`config.mk`:
```
export PLATFORM = sky130hd
export DESIGN_NAME = agenTop
export DESIGN_NICKNAME = d
export VERILOG_FILES = /design/src/verilog/cpuTypesPkg.sv /design/src/verilog/agenTypesPkg.sv /design/src/verilog/agenTop.sv /design/src/verilog/agenUnit.sv /design/src/verilog/agenStation.sv
export VERILOG_INCLUDE_DIRS = /design/src /design/src/include
export SDC_FILE = /design/constraint.sdc
export NUM_CORES = 1
export LEC_CHECK = 0
export ABC_AREA = 1
export BUFFER_PORTS_ARGS = -buffer_cell sky130_fd_sc_hd__buf_2
export CAP_MARGIN = 20
export CORE_ASPECT_RATIO = 1.1
export CORE_MARGIN = 1
export CORE_UTILIZATION = 59
export CTS_CLUSTER_DIAMETER = 50
export DETAILED_ROUTE_END_ITERATION = 7
export GPL_TIMING_DRIVEN = 0
export PLACE_DENSITY = 0.9
export SYNTH_ARGS = -nofsm -noshare
export SYNTH_HDL_FRONTEND = slang
export SYNTH_HIERARCHICAL = 1
export SYNTH_SLANG_ARGS = --single-unit
```
`constraint.sdc`:
```
create_clock -name clk -period 10.22 [get_ports clk]
set_input_delay 2.044 -clock clk [delete_from_list [all_inputs] [get_ports clk]]
set_output_delay 2.044 -clock clk [all_outputs]
set_load 0.005 [all_outputs]
```
`src/include/agen_config.svh`:
```
// ================================================
// Address-generation station build parameters
// Sizes the snoop bus, the address and the physical
// register number used across the back end
// ================================================
`ifndef AGEN_CONFIG_SVH
`define AGEN_CONFIG_SVH

// Number of register-file and result ports the station watches
`define AGEN_SNOOP_PORTS 4

// Width of a generated memory address
// Sums wider than this wrap around
`define AGEN_ADDR_W 32

// Width of a physical register number
// Register 0 is hardwired to read as zero
`define AGEN_PREG_W 7

`endif
```
`src/verilog/cpuTypesPkg.sv`:
```
// ================================================
// CPU back-end core types
// Register values, addresses and the tags that
// follow an op through the back end
// ================================================
`default_nettype none

`include "agen_config.svh"

package cpuTypesPkg;

	// A general register value as read from the register file
	typedef logic [31:0] value_t;

	// A memory address as seen by the load/store path
	// It may be narrower or wider than a register value
	typedef logic [`AGEN_ADDR_W-1:0] address_t;

	// A physical register number after rename
	// Number 0 never gets written and always reads as zero
	typedef logic [`AGEN_PREG_W-1:0] pregno_t;

	// Reorder buffer slot that owns an op
	// The memory side hands this back on completion
	typedef logic [4:0] robNdx_t;

endpackage

`default_nettype wire

```
`src/verilog/agenTypesPkg.sv`:
```
// ================================================
// Address-generation bundles
// Issue, snoop and memory request structures for
// the station and the address unit
// ================================================
`default_nettype none

package agenTypesPkg;

	// Kind of memory micro-op
	// Code 2'b11 is not issued
	typedef enum logic [1:0] {
		MEM_LOAD   = 2'b00,
		MEM_STORE  = 2'b01,
		MEM_ATOMIC = 2'b10
	} memOp_t;

	// One source operand as it leaves rename
	// The value only means something when ready is set
	typedef struct packed {
		cpuTypesPkg::pregno_t preg;
		logic                 ready;
		cpuTypesPkg::value_t  value;
	} srcOperand_t;

	// ================================================
	// Issue side
	// ================================================

	// Base (A), index (B) and store data (C), plus the address fields
	typedef struct packed {
		cpuTypesPkg::robNdx_t robNdx;
		memOp_t               memOp;
		srcOperand_t          srcA;
		srcOperand_t          srcB;
		srcOperand_t          srcC;
		logic [1:0]           scale;
		logic [11:0]          imm;
		cpuTypesPkg::pregno_t dest;
	} issueBundle_t;

	// One result port of the register file or a functional unit
	typedef struct packed {
		logic                 valid;
		cpuTypesPkg::pregno_t preg;
		cpuTypesPkg::value_t  value;
	} snoopPort_t;

	// ================================================
	// Station to unit and unit to memory
	// ================================================

	// All operand values are resolved by the time this is presented
	typedef struct packed {
		cpuTypesPkg::robNdx_t robNdx;
		memOp_t               memOp;
		cpuTypesPkg::value_t  aValue;
		cpuTypesPkg::value_t  bValue;
		cpuTypesPkg::value_t  cValue;
		logic [1:0]           scale;
		logic [11:0]          imm;
		cpuTypesPkg::pregno_t dest;
	} agenOperands_t;

	// Request presented to the memory side
	typedef struct packed {
		cpuTypesPkg::robNdx_t   robNdx;
		memOp_t                 memOp;
		cpuTypesPkg::address_t  address;
		cpuTypesPkg::value_t    storeData;
		cpuTypesPkg::pregno_t   dest;
	} memRequest_t;

endpackage

`default_nettype wire

```
`src/verilog/agenTop.sv`:
```
// ================================================
// Address-generation top level
// Reservation station feeding the address unit
// ================================================
`timescale 1ns/1ps
`default_nettype none

`include "agen_config.svh"

module agenTop (
	input  wire logic                                              clk,
	input  wire logic                                              rst,
	input  wire logic                                              issue_i,
	input  wire agenTypesPkg::issueBundle_t                        issueBundle_i,
	input  wire agenTypesPkg::snoopPort_t [`AGEN_SNOOP_PORTS-1:0]  snoop_i,
	input  wire logic                                              memReady_i,
	output logic                                                   stationIdle_o,
	output logic                                                   reqValid_o,
	output agenTypesPkg::memRequest_t                              memRequest_o
);

	// ================================================
	// Station to unit
	// ================================================

	// Resolved operands offered to the adder
	logic opsValid;
	agenTypesPkg::agenOperands_t agenOperands;

	// Pulses when the adder latches, which frees the station
	logic opTaken;

	agenStation u_station (
		.clk            (clk),
		.rst            (rst),
		.issue_i        (issue_i),
		.issueBundle_i  (issueBundle_i),
		.snoop_i        (snoop_i),
		.opTaken_i      (opTaken),
		.stationIdle_o  (stationIdle_o),
		.opsValid_o     (opsValid),
		.agenOperands_o (agenOperands)
	);

	// ================================================
	// Address unit
	// ================================================

	// Under back-pressure one op waits here and the next waits in the station
	agenUnit u_unit (
		.clk            (clk),
		.rst            (rst),
		.opsValid_i     (opsValid),
		.agenOperands_i (agenOperands),
		.memReady_i     (memReady_i),
		.opTaken_o      (opTaken),
		.reqValid_o     (reqValid_o),
		.memRequest_o   (memRequest_o)
	);

endmodule

`default_nettype wire

```
`src/verilog/agenUnit.sv`:
```
// ================================================
// Address-generation unit
// Adds base, scaled index and immediate, then holds
// the memory request until the memory side takes it
// ================================================
`timescale 1ns/1ps
`default_nettype none

`include "agen_config.svh"

module agenUnit (
	input  wire logic                          clk,
	input  wire logic                          rst,
	input  wire logic                          opsValid_i,
	input  wire agenTypesPkg::agenOperands_t   agenOperands_i,
	input  wire logic                          memReady_i,
	output logic                               opTaken_o,
	output logic                               reqValid_o,
	output agenTypesPkg::memRequest_t          memRequest_o
);

	cpuTypesPkg::address_t immExt;
	cpuTypesPkg::address_t baseAddr;
	cpuTypesPkg::address_t indexAddr;
	agenTypesPkg::memRequest_t reqNext;
	agenTypesPkg::memRequest_t reqQ;
	logic reqValidQ;

	// ================================================
	// Address adder
	// ================================================

	always_comb begin
		// The 12-bit immediate is signed
		immExt = {{(`AGEN_ADDR_W - 12){agenOperands_i.imm[11]}}, agenOperands_i.imm};
		baseAddr = cpuTypesPkg::address_t'(agenOperands_i.aValue);
		indexAddr = cpuTypesPkg::address_t'(agenOperands_i.bValue) << agenOperands_i.scale;

		reqNext.robNdx = agenOperands_i.robNdx;
		reqNext.memOp = agenOperands_i.memOp;
		// Carries out of the top bit are dropped
		reqNext.address = baseAddr + indexAddr + immExt;
		reqNext.dest = agenOperands_i.dest;
		// Loads carry no data to memory
		if (agenOperands_i.memOp == agenTypesPkg::MEM_LOAD)
			reqNext.storeData = '0;
		else
			reqNext.storeData = agenOperands_i.cValue;
	end

	// ================================================
	// Request register
	// ================================================

	// Take a new op when the register is empty or is being emptied this cycle
	assign opTaken_o = opsValid_i && (!reqValidQ || memReady_i);

	always_ff @(posedge clk) begin
		if (rst)
			reqValidQ <= 1'b0;
		else if (opTaken_o)
			reqValidQ <= 1'b1;
		else if (memReady_i)
			reqValidQ <= 1'b0;
	end

	always_ff @(posedge clk) begin
		if (opTaken_o)
			reqQ <= reqNext;
	end

	assign reqValid_o = reqValidQ;
	assign memRequest_o = reqQ;

	// A stalled request may neither change nor vanish
	aReqHeld: assert property (@(posedge clk) disable iff (rst)
		reqValid_o && !memReady_i |=> reqValid_o && $stable(memRequest_o));

endmodule

`default_nettype wire

```
`src/verilog/agenStation.sv`:
```
// ================================================
// Address-generation reservation station
// Holds one issued memory op and snoops the result
// ports until base, index and store data are known
// ================================================
`timescale 1ns/1ps
`default_nettype none

`include "agen_config.svh"

module agenStation (
	input  wire logic                                              clk,
	input  wire logic                                              rst,
	input  wire logic                                              issue_i,
	input  wire agenTypesPkg::issueBundle_t                        issueBundle_i,
	input  wire agenTypesPkg::snoopPort_t [`AGEN_SNOOP_PORTS-1:0]  snoop_i,
	input  wire logic                                              opTaken_i,
	output logic                                                   stationIdle_o,
	output logic                                                   opsValid_o,
	output agenTypesPkg::agenOperands_t                            agenOperands_o
);

	// Control state
	logic busyQ;
	logic opsValidQ;
	logic [2:0] validQ;

	// Captured op where operand index 0 is A, 1 is B and 2 is C
	cpuTypesPkg::pregno_t [2:0] pregQ;
	cpuTypesPkg::value_t [2:0] valQ;
	cpuTypesPkg::robNdx_t robNdxQ;
	agenTypesPkg::memOp_t memOpQ;
	logic [1:0] scaleQ;
	logic [11:0] immQ;
	cpuTypesPkg::pregno_t destQ;

	// Issue operands gathered into an indexable form
	agenTypesPkg::srcOperand_t [2:0] srcIn;
	logic [2:0] snoopHit;
	cpuTypesPkg::value_t [2:0] snoopVal;
	logic issueTake;

	assign srcIn = {issueBundle_i.srcC, issueBundle_i.srcB, issueBundle_i.srcA};

	// A new op is only accepted into an empty station
	assign issueTake = issue_i && !busyQ;

	// ================================================
	// Snoop match
	// ================================================

	// Scan every result port for the wanted register
	// The scan runs from the top so the lowest matching port is written last and wins
	task automatic tSnoopMatch(
		input  cpuTypesPkg::pregno_t                               pReg,
		input  agenTypesPkg::snoopPort_t [`AGEN_SNOOP_PORTS-1:0]   ports,
		output logic                                               hit,
		output cpuTypesPkg::value_t                                val
	);
		int nn;
		hit = 1'b0;
		val = '0;
		for (nn = `AGEN_SNOOP_PORTS - 1; nn >= 0; nn--) begin
			if (ports[nn].valid && ports[nn].preg == pReg) begin
				hit = 1'b1;
				val = ports[nn].value;
			end
		end
	endtask

	always_comb begin
		for (int nn = 0; nn < 3; nn++) begin
			tSnoopMatch(pregQ[nn], snoop_i, snoopHit[nn], snoopVal[nn]);
		end
	end

	// ================================================
	// Control
	// ================================================

	always_ff @(posedge clk) begin
		if (rst) begin
			busyQ <= 1'b0;
			validQ <= 3'b000;
			opsValidQ <= 1'b0;
		end else if (opTaken_i) begin
			// The unit has the operands, so the slot is free next cycle
			busyQ <= 1'b0;
			validQ <= 3'b000;
			opsValidQ <= 1'b0;
		end else if (issueTake) begin
			busyQ <= 1'b1;
			opsValidQ <= 1'b0;
			for (int nn = 0; nn < 3; nn++) begin
				// Register 0 needs no producer
				validQ[nn] <= srcIn[nn].ready || (srcIn[nn].preg == '0);
			end
		end else if (busyQ) begin
			validQ <= validQ | snoopHit;
			// Operands handed on one cycle after the last one arrives
			opsValidQ <= &validQ;
		end
	end

	// Captured op fields and operand values
	always_ff @(posedge clk) begin
		if (issueTake) begin
			robNdxQ <= issueBundle_i.robNdx;
			memOpQ <= issueBundle_i.memOp;
			scaleQ <= issueBundle_i.scale;
			immQ <= issueBundle_i.imm;
			destQ <= issueBundle_i.dest;
			for (int nn = 0; nn < 3; nn++) begin
				pregQ[nn] <= srcIn[nn].preg;
				if (srcIn[nn].preg == '0 || !srcIn[nn].ready)
					valQ[nn] <= '0;
				else
					valQ[nn] <= srcIn[nn].value;
			end
		end else if (busyQ) begin
			for (int nn = 0; nn < 3; nn++) begin
				if (!validQ[nn] && snoopHit[nn])
					valQ[nn] <= snoopVal[nn];
			end
		end
	end

	// ================================================
	// Outputs
	// ================================================

	assign stationIdle_o = !busyQ;
	assign opsValid_o = opsValidQ;

	always_comb begin
		agenOperands_o.robNdx = robNdxQ;
		agenOperands_o.memOp = memOpQ;
		agenOperands_o.aValue = valQ[0];
		agenOperands_o.bValue = valQ[1];
		agenOperands_o.cValue = valQ[2];
		agenOperands_o.scale = scaleQ;
		agenOperands_o.imm = immQ;
		agenOperands_o.dest = destQ;
	end

	// An issue while an op is still held would be lost
	aNoIssueWhileBusy: assert property (@(posedge clk) disable iff (rst)
		issue_i |-> !busyQ);

	// The unit only ever sees operands that have all been resolved
	aOpsValidComplete: assert property (@(posedge clk) disable iff (rst)
		$rose(opsValid_o) |-> &validQ);

endmodule

`default_nettype wire

```
==> summary.txt, run 1 <==
Post-CTS Setup Bufs = 0
Setup CP Type = primary input to flop
post-synth cell types = 36
combinational power share = 30.3%
DP HPWL = 59,500 um
vias post-DR = 20,600
post-DR vias/cell = 5.97
mapped cell area = 0.0179 mm2
Critical Path AT = 4.77 ns
Fillers = 2,353
layout cell share with drive strength beyond 1 = 19.2%
Final Critical Period = 4.46 ns
Worst Setup Start Kind = primary input
Peak VDD IR = 194 uV
final cell count without fillers = 3,455
CTS tree = built
outcome = complete, but fails checks
sequential area share after synthesis = 38.0%
clock sinks = 229
flops & latches, synth = 229
hold-fix buffers at CTS = 0
Syn Inst Count = 2,630
post-synth top area share = 37.3%
htree depth = 1
Worst slew margin = 26.6%
Multi-input gate area = 0.00950 mm2
Hold Vio Cnt, Final = 0
Internal = 2.05 mW
syn_nets = 3,004
largest net degree at the start of global routing = 59
skew final = 0.0242 ns
IO Port Bufs = 391
DR pass1 iterations = 8
die area = 0.0311 mm2
clk slew on worst S/H paths = 0.06 ns
Clk network pwr share = 33.3%
Area Overhead vs Synth = 19.8%
initial DRC count = 3,572
Die Height = 185 um
grt total ovfl = 0
CP max stage cell = clkbuf_1
Synth Area per Inst = 6.82 um2
Yosys top cell by area = edfxtp_1
Critical Path End Type = flop
Storage cell area = 0.00682 mm2
Power Density = 146 mW/mm2
WL/cell = 22.3 um
vias in the first global route = 19,500
measured slew at the worst slew-check pin = 1.10 ns
layout net count = 3,430
Sw Share = 34.8%
fmax = 224 MHz
setup violators final = 0
critical-path cell list = buf_2, nand2_1, clkbuf_1, buf_1, nand2_1, buf_16
crit path max fanout = 19
Hold Crit Class = flop to flop
wirelength, routed = 77,000 um
clk_lat worst skew = 0.57 ns
drt drc = 21
failing checks = DRC
post-CTS sizing = 0
cts bufs inserted = 28
row cnt = 66
GRT Total Usage = 48.6%
placed cells = 3,400
buffer depth of the longest clock path = 3
Die W = 168 um
I/O pins = 392
global-route wire length before repair = 111,000 um
most frequent cell on the critical path = nand2_1
slowest cell delay on critical path = 0.72 ns
Seq pwr share = 36.4%
RSZ-0062 raised after global routing = false
Leakage = 11.8 nW
initial core utilization = 60.4%
Power Total = 3.14 mW
r2r setup slk = 6.27 ns
initial antenna violation count = 5
YS warnings = 6
data required time of the critical path = 10.53 ns
Final Max Slew Viols = 0
GPL Wtd Cong = 1.10
most common cell after layout, fill and taps aside = nand2_1
final critical-path share of the clock period = 43.6%
commonest cells after routing, fill and taps aside = 1,287 x nand2_1, 444 x buf_2, 260 x inv_1
synth top area cells = edfxtp_1 37%, nand2_1 27%, inv_1 5.4%
core area = 0.0297 mm2
Max Cap Viol = 0
Final TNS setup = 0 ns
post-route ant nets = 0
sw power = 1.09 mW
CTS root buf = clkbuf_16
## logic make-up (layout without fill, tap and decap cells)
kind of cell / count (synthesis) / in the layout / synth area share (%)
buf+inv: 393 / 840 / 9.21
fa+ha+maj: 62 / 62 / 5.66
mux: 42 / 42 / 2.34
compound gates: 199 / 199 / 5.62
flops: 229 / 229 / 38.0
xor+xnor: 24 / 24 / 1.17
other cells: 0 / 4 / 0
simple gates: 1681 / 1681 / 38.0
## path summary, 6_finish.rpt
kind,endpoint,from,cells after the start
worst max-delay path,u_station/agenOperands_o[94]$_DFFE_PP_,issue_i,6
worst min-delay path,u_unit/memRequest_o[4]$_DFFE_PP_,u_station/destQ[4]$_DFFE_PP_,0
worst max register to register,u_unit/memRequest_o[69]$_DFFE_PP_,u_station/scaleQ[0]$_DFFE_PP_,16
worst min register to register,u_unit/memRequest_o[4]$_DFFE_PP_,u_station/destQ[4]$_DFFE_PP_,0
## stage by stage
step | hold WS, ns | util (%) | setup WS, ns | area [um2]
after floorplan | 0.400 | - | 3.48 | 17900
after global placement | 0.401 | 68.5 | 1.15 | 20400
after detailed placement | 0.406 | 69.0 | 5.40 | 20500
after CTS | 0.417 | 72.3 | 5.98 | 21500
after global routing | 0.425 | 72.3 | 5.80 | 21500
final | 0.416 | 72.3 | 5.76 | 21500
## state kept, by name (all words and copies together) (netlist names)
signal                    flops
u_station/destQ               7
u_station/immQ               12
u_station/scaleQ              2
u_unit/reqValid_o             1
u_station/memOpQ              2
u_station/busyQ               1
u_unit/memRequest_o          78
u_station/validQ              3
u_station/pregQ              21
u_station/robNdxQ             5
u_station/agenOperands_o     96
u_station/opsValid_o          1
## Yosys cell counts
cell type,instances
a21o_1,1
a21oi_1,166
buf_1,2
buf_2,53
buf_4,15
buf_6,7
clkbuf_1,21
clkinv_1,2
dfxtp_1,6
edfxtp_1,223
fa_1,32
ha_1,30
inv_1,260
inv_2,32
inv_4,1
mux2i_1,42
nand2_1,1287
nand2_2,14
nand3_1,159
nand3_2,6
nand3_4,1
nand3b_1,1
nand4_1,21
nor2_1,156
nor2_2,8
nor2_4,12
nor2_8,2
nor3_1,9
nor4_1,4
o211ai_1,1
o21ai_0,24
o21ai_1,4
o21bai_1,3
or2_2,1
xnor2_1,8
xor2_1,16
## power groups by stage
stage	logic (mW)	clock network [mW]	registers (mW)
2_1_floorplan	0.563	0	1.15
3_3_place_gp	0.815	0	1.16
3_5_place_dp	0.861	0	1.16
4_1_cts	0.893	1.05	1.14
5_1_grt	1.01	1.08	1.14
6_report	0.951	1.05	1.14
## layer usage
layer  part of all wire, %  vias up  GRT usage [%]
met3                    13      454           13.5
met5                 0.010        -              0
met1                    33     9109           54.8
met4                   8.7        2           36.0
li1                      -     9152              -
met2                    45     1906           79.1
## area by class of cell
type | count | area share [%]
multi-input combinational | 2008 | 44.2
sequential | 229 | 31.7
buffer | 98 | 2.54
clock buffer | 35 | 3.38
inverter | 295 | 5.16
clock inverter | 16 | 1.12
timing repair buffer | 396 | 9.67
tap | 374 | 2.18
antenna | 4 | 0.0466
## critical path, delay by kind of cell
family | cells | cell delay (ns)
buffers and inverters | 4 | 1.70
AND/OR/NAND/NOR | 2 | 1.01
No activity file was read; power rests on OpenSTA's default activity.
==> inputs of run 2 (changes only) <==
--- a/config.mk
+++ b/config.mk
@@ -11,11 +11,11 @@
 export CAP_MARGIN = 20
 export CORE_ASPECT_RATIO = 1.1
 export CORE_MARGIN = 1
-export CORE_UTILIZATION = 59
+export CORE_UTILIZATION = 51
 export CTS_CLUSTER_DIAMETER = 50
 export DETAILED_ROUTE_END_ITERATION = 7
 export GPL_TIMING_DRIVEN = 0
-export PLACE_DENSITY = 0.9
+export PLACE_DENSITY = 0.83
 export SYNTH_ARGS = -nofsm -noshare
 export SYNTH_HDL_FRONTEND = slang
 export SYNTH_HIERARCHICAL = 1
==> constraint.sdc (replaced) <==
create_clock -name clk -period 3.8 [get_ports clk]
set_input_delay 0.76 -clock clk [delete_from_list [all_inputs] [get_ports clk]]
set_output_delay 0.76 -clock clk [all_outputs]
set_load 0.005 [all_outputs]
==> run 2 against run 1 <==
  * The flow now finishes without violations
  * Clock power grew to 2.6 times the previous value
  * First-iteration DRC count decreased by 42%
  * Wire length rose by 0.47%
  * Critical endpoint is now u_unit/memRequest_o[60]$_DFFE_PP_
  * Largest cell class unchanged
==> summary.txt, run 2 (synthesis results as in run 1) <==
vias post-DR = 19,800
Fillers = 3,133
layout cell share with drive strength beyond 1 = 19.3%
post-DR vias/cell = 5.61
Critical Path End Type = flop
post-route ant nets = 0
hold_sp = issueBundle_i[141]
clk slew on worst S/H paths = 0.06 ns
Area Overhead vs Synth = 20.1%
final critical-path share of the clock period = 95.2%
data required time of the critical path = 4.13 ns
post-CTS sizing = 0
Post-CTS Setup Bufs = 0
Setup CP Type = flop to flop
Peak VDD IR = 392 uV
RSZ-0062 raised after global routing = false
IO Port Bufs = 391
max FFs per register = 96
Storage cell area = 0.00682 mm2
hold-fix buffers at CTS = 0
slowest cell delay on critical path = 0.51 ns
Power Total = 8.19 mW
worst r2r src = u_station/scaleQ[1]$_DFFE_PP_
Critical Path AT = 3.95 ns
largest net degree at the start of global routing = 59
crit path max fanout = 10
GPL Wtd Cong = 1.01
die area = 0.0359 mm2
htree depth = 1
commonest cells after routing, fill and taps aside = 1,286 x nand2_1, 444 x buf_2, 260 x inv_1
GRT Total Usage = 42.4%
hold path depth = 1
R2R Path End = u_unit/memRequest_o[60]$_DFFE_PP_
buffer depth of the longest clock path = 3
Hold Crit Class = primary input to flop
Hold Crit Endpoint = u_station/memOpQ[0]$_DFFE_PP_
Worst Setup Start Kind = flop
initial DRC count = 2,054
grt total ovfl = 0
fmax = 276 MHz
r2r setup slk = 0.18 ns
Leakage = 11.8 nW
CTS root buf = clkbuf_16
layout net count = 3,431
setup violators final = 0
WL/cell = 22.0 um
Worst slew margin = 34.1%
Placed Area = 0.0206 mm2
Final TNS setup = 0 ns
wirelength, routed = 77,300 um
vias in the first global route = 19,000
worst r2r path cells = 15
clock sinks = 229
DR pass1 iterations = 6
Power Density = 380 mW/mm2
CTS tree = built
clk_lat worst skew = 0.58 ns
Max Cap Viol = 0
Die W = 181 um
skew final = 0.0285 ns
core area = 0.0344 mm2
initial core utilization = 52.2%
most common cell after layout, fill and taps aside = nand2_1
Multi-input gate area = 0.00950 mm2
final instance area = 0.0216 mm2
fin util = 62.7%
initial antenna violation count = 12
row cnt = 71
CP max stage cell = clkbuf_1
Final Critical Period = 3.62 ns
critical-path cell list = buf_2, clkbuf_1, o21ai_0, fa_1, ha_1, nand2_1, nand2_1, a21oi_1, nand2_2, nand2_2, nand2_2, nand2_1, nand2_1, nand2_1, nand2_1
most frequent cell on the critical path = nand2_1
measured slew at the worst slew-check pin = 0.989 ns
global-route wire length before repair = 112,000 um
outcome = finished, final reports clean
drt drc = 0
Die Height = 199 um
Final Max Slew Viols = 0
DP HPWL = 64,200 um
Hold Vio Cnt, Final = 0
cts bufs inserted = 28
I/O pins = 392
## run 2: routing by layer
metal	global-route usage, %	routed length, um
met3	7.87	8240
met1	47.6	26400
met4	27.0	5320
met2	74.5	37200
met5	0	108
## run 2: power by group
group,switching [mW],total (mW),internal (mW)
clock network,1.13,2.70,1.58
registers,0.0733,3.06,2.99
logic,1.63,2.43,0.792
total,2.84,8.19,5.36
## run 2: final cells by class
type                       count  share of cell area (%)
tap                          438                    2.54
antenna                        4                  0.0464
sequential                   229                    31.6
timing repair buffer         397                    9.71
multi-input combinational   2008                    44.1
buffer                        98                    2.54
inverter                     295                    5.15
clock inverter                21                    1.02
clock buffer                  31                    3.30
## run 2: worst max-delay path by stage
| stage | startpoint | endpoint | slack, ns | cells past startpoint |
|---|---|---|---|---|
| final | u_station/scaleQ[1]$_DFFE_PP_ | u_unit/memRequest_o[60]$_DFFE_PP_ | 0.18 | 15 |
| after global routing | u_station/scaleQ[1]$_DFFE_PP_ | u_unit/memRequest_o[68]$_DFFE_PP_ | 0.0005 | 15 |
| after CTS | u_station/scaleQ[0]$_DFFE_PP_ | u_unit/memRequest_o[60]$_DFFE_PP_ | 0.23 | 18 |
| after detailed placement | u_station/scaleQ[0]$_DFFE_PP_ | u_unit/memRequest_o[60]$_DFFE_PP_ | 0.27 | 18 |
| after global placement | memReady_i | u_station/opsValid_o$_SDFFE_PP0P_ | -1.47 | 6 |
| after floorplan | memReady_i | u_station/opsValid_o$_SDFFE_PP0P_ | 0.002 | 5 |
## run 2: worst max-delay path: cells and delay by family (launching register included)
family,cells,cell delay [ns]
buffers and inverters,2,0.84
flip-flops,1,0.39
adder cells (fa/ha/maj),2,0.85
AO/OA/AOI/OAI,2,0.50
AND/OR/NAND/NOR,9,0.80
## run 2: stage by stage
| stage | setup slack (ns) | instances | hold slack, ns |
|---|---|---|---|
| floorplan | 0.00177 | 2630 | 0.400 |
| global placement | -1.47 | 3459 | 0.400 |
| detailed placement | 0.266 | 3465 | 0.407 |
| CTS | 0.231 | 3517 | 0.343 |
| global route | 0.000474 | 3518 | 0.350 |
| finish | 0.181 | 3521 | 0.355 |
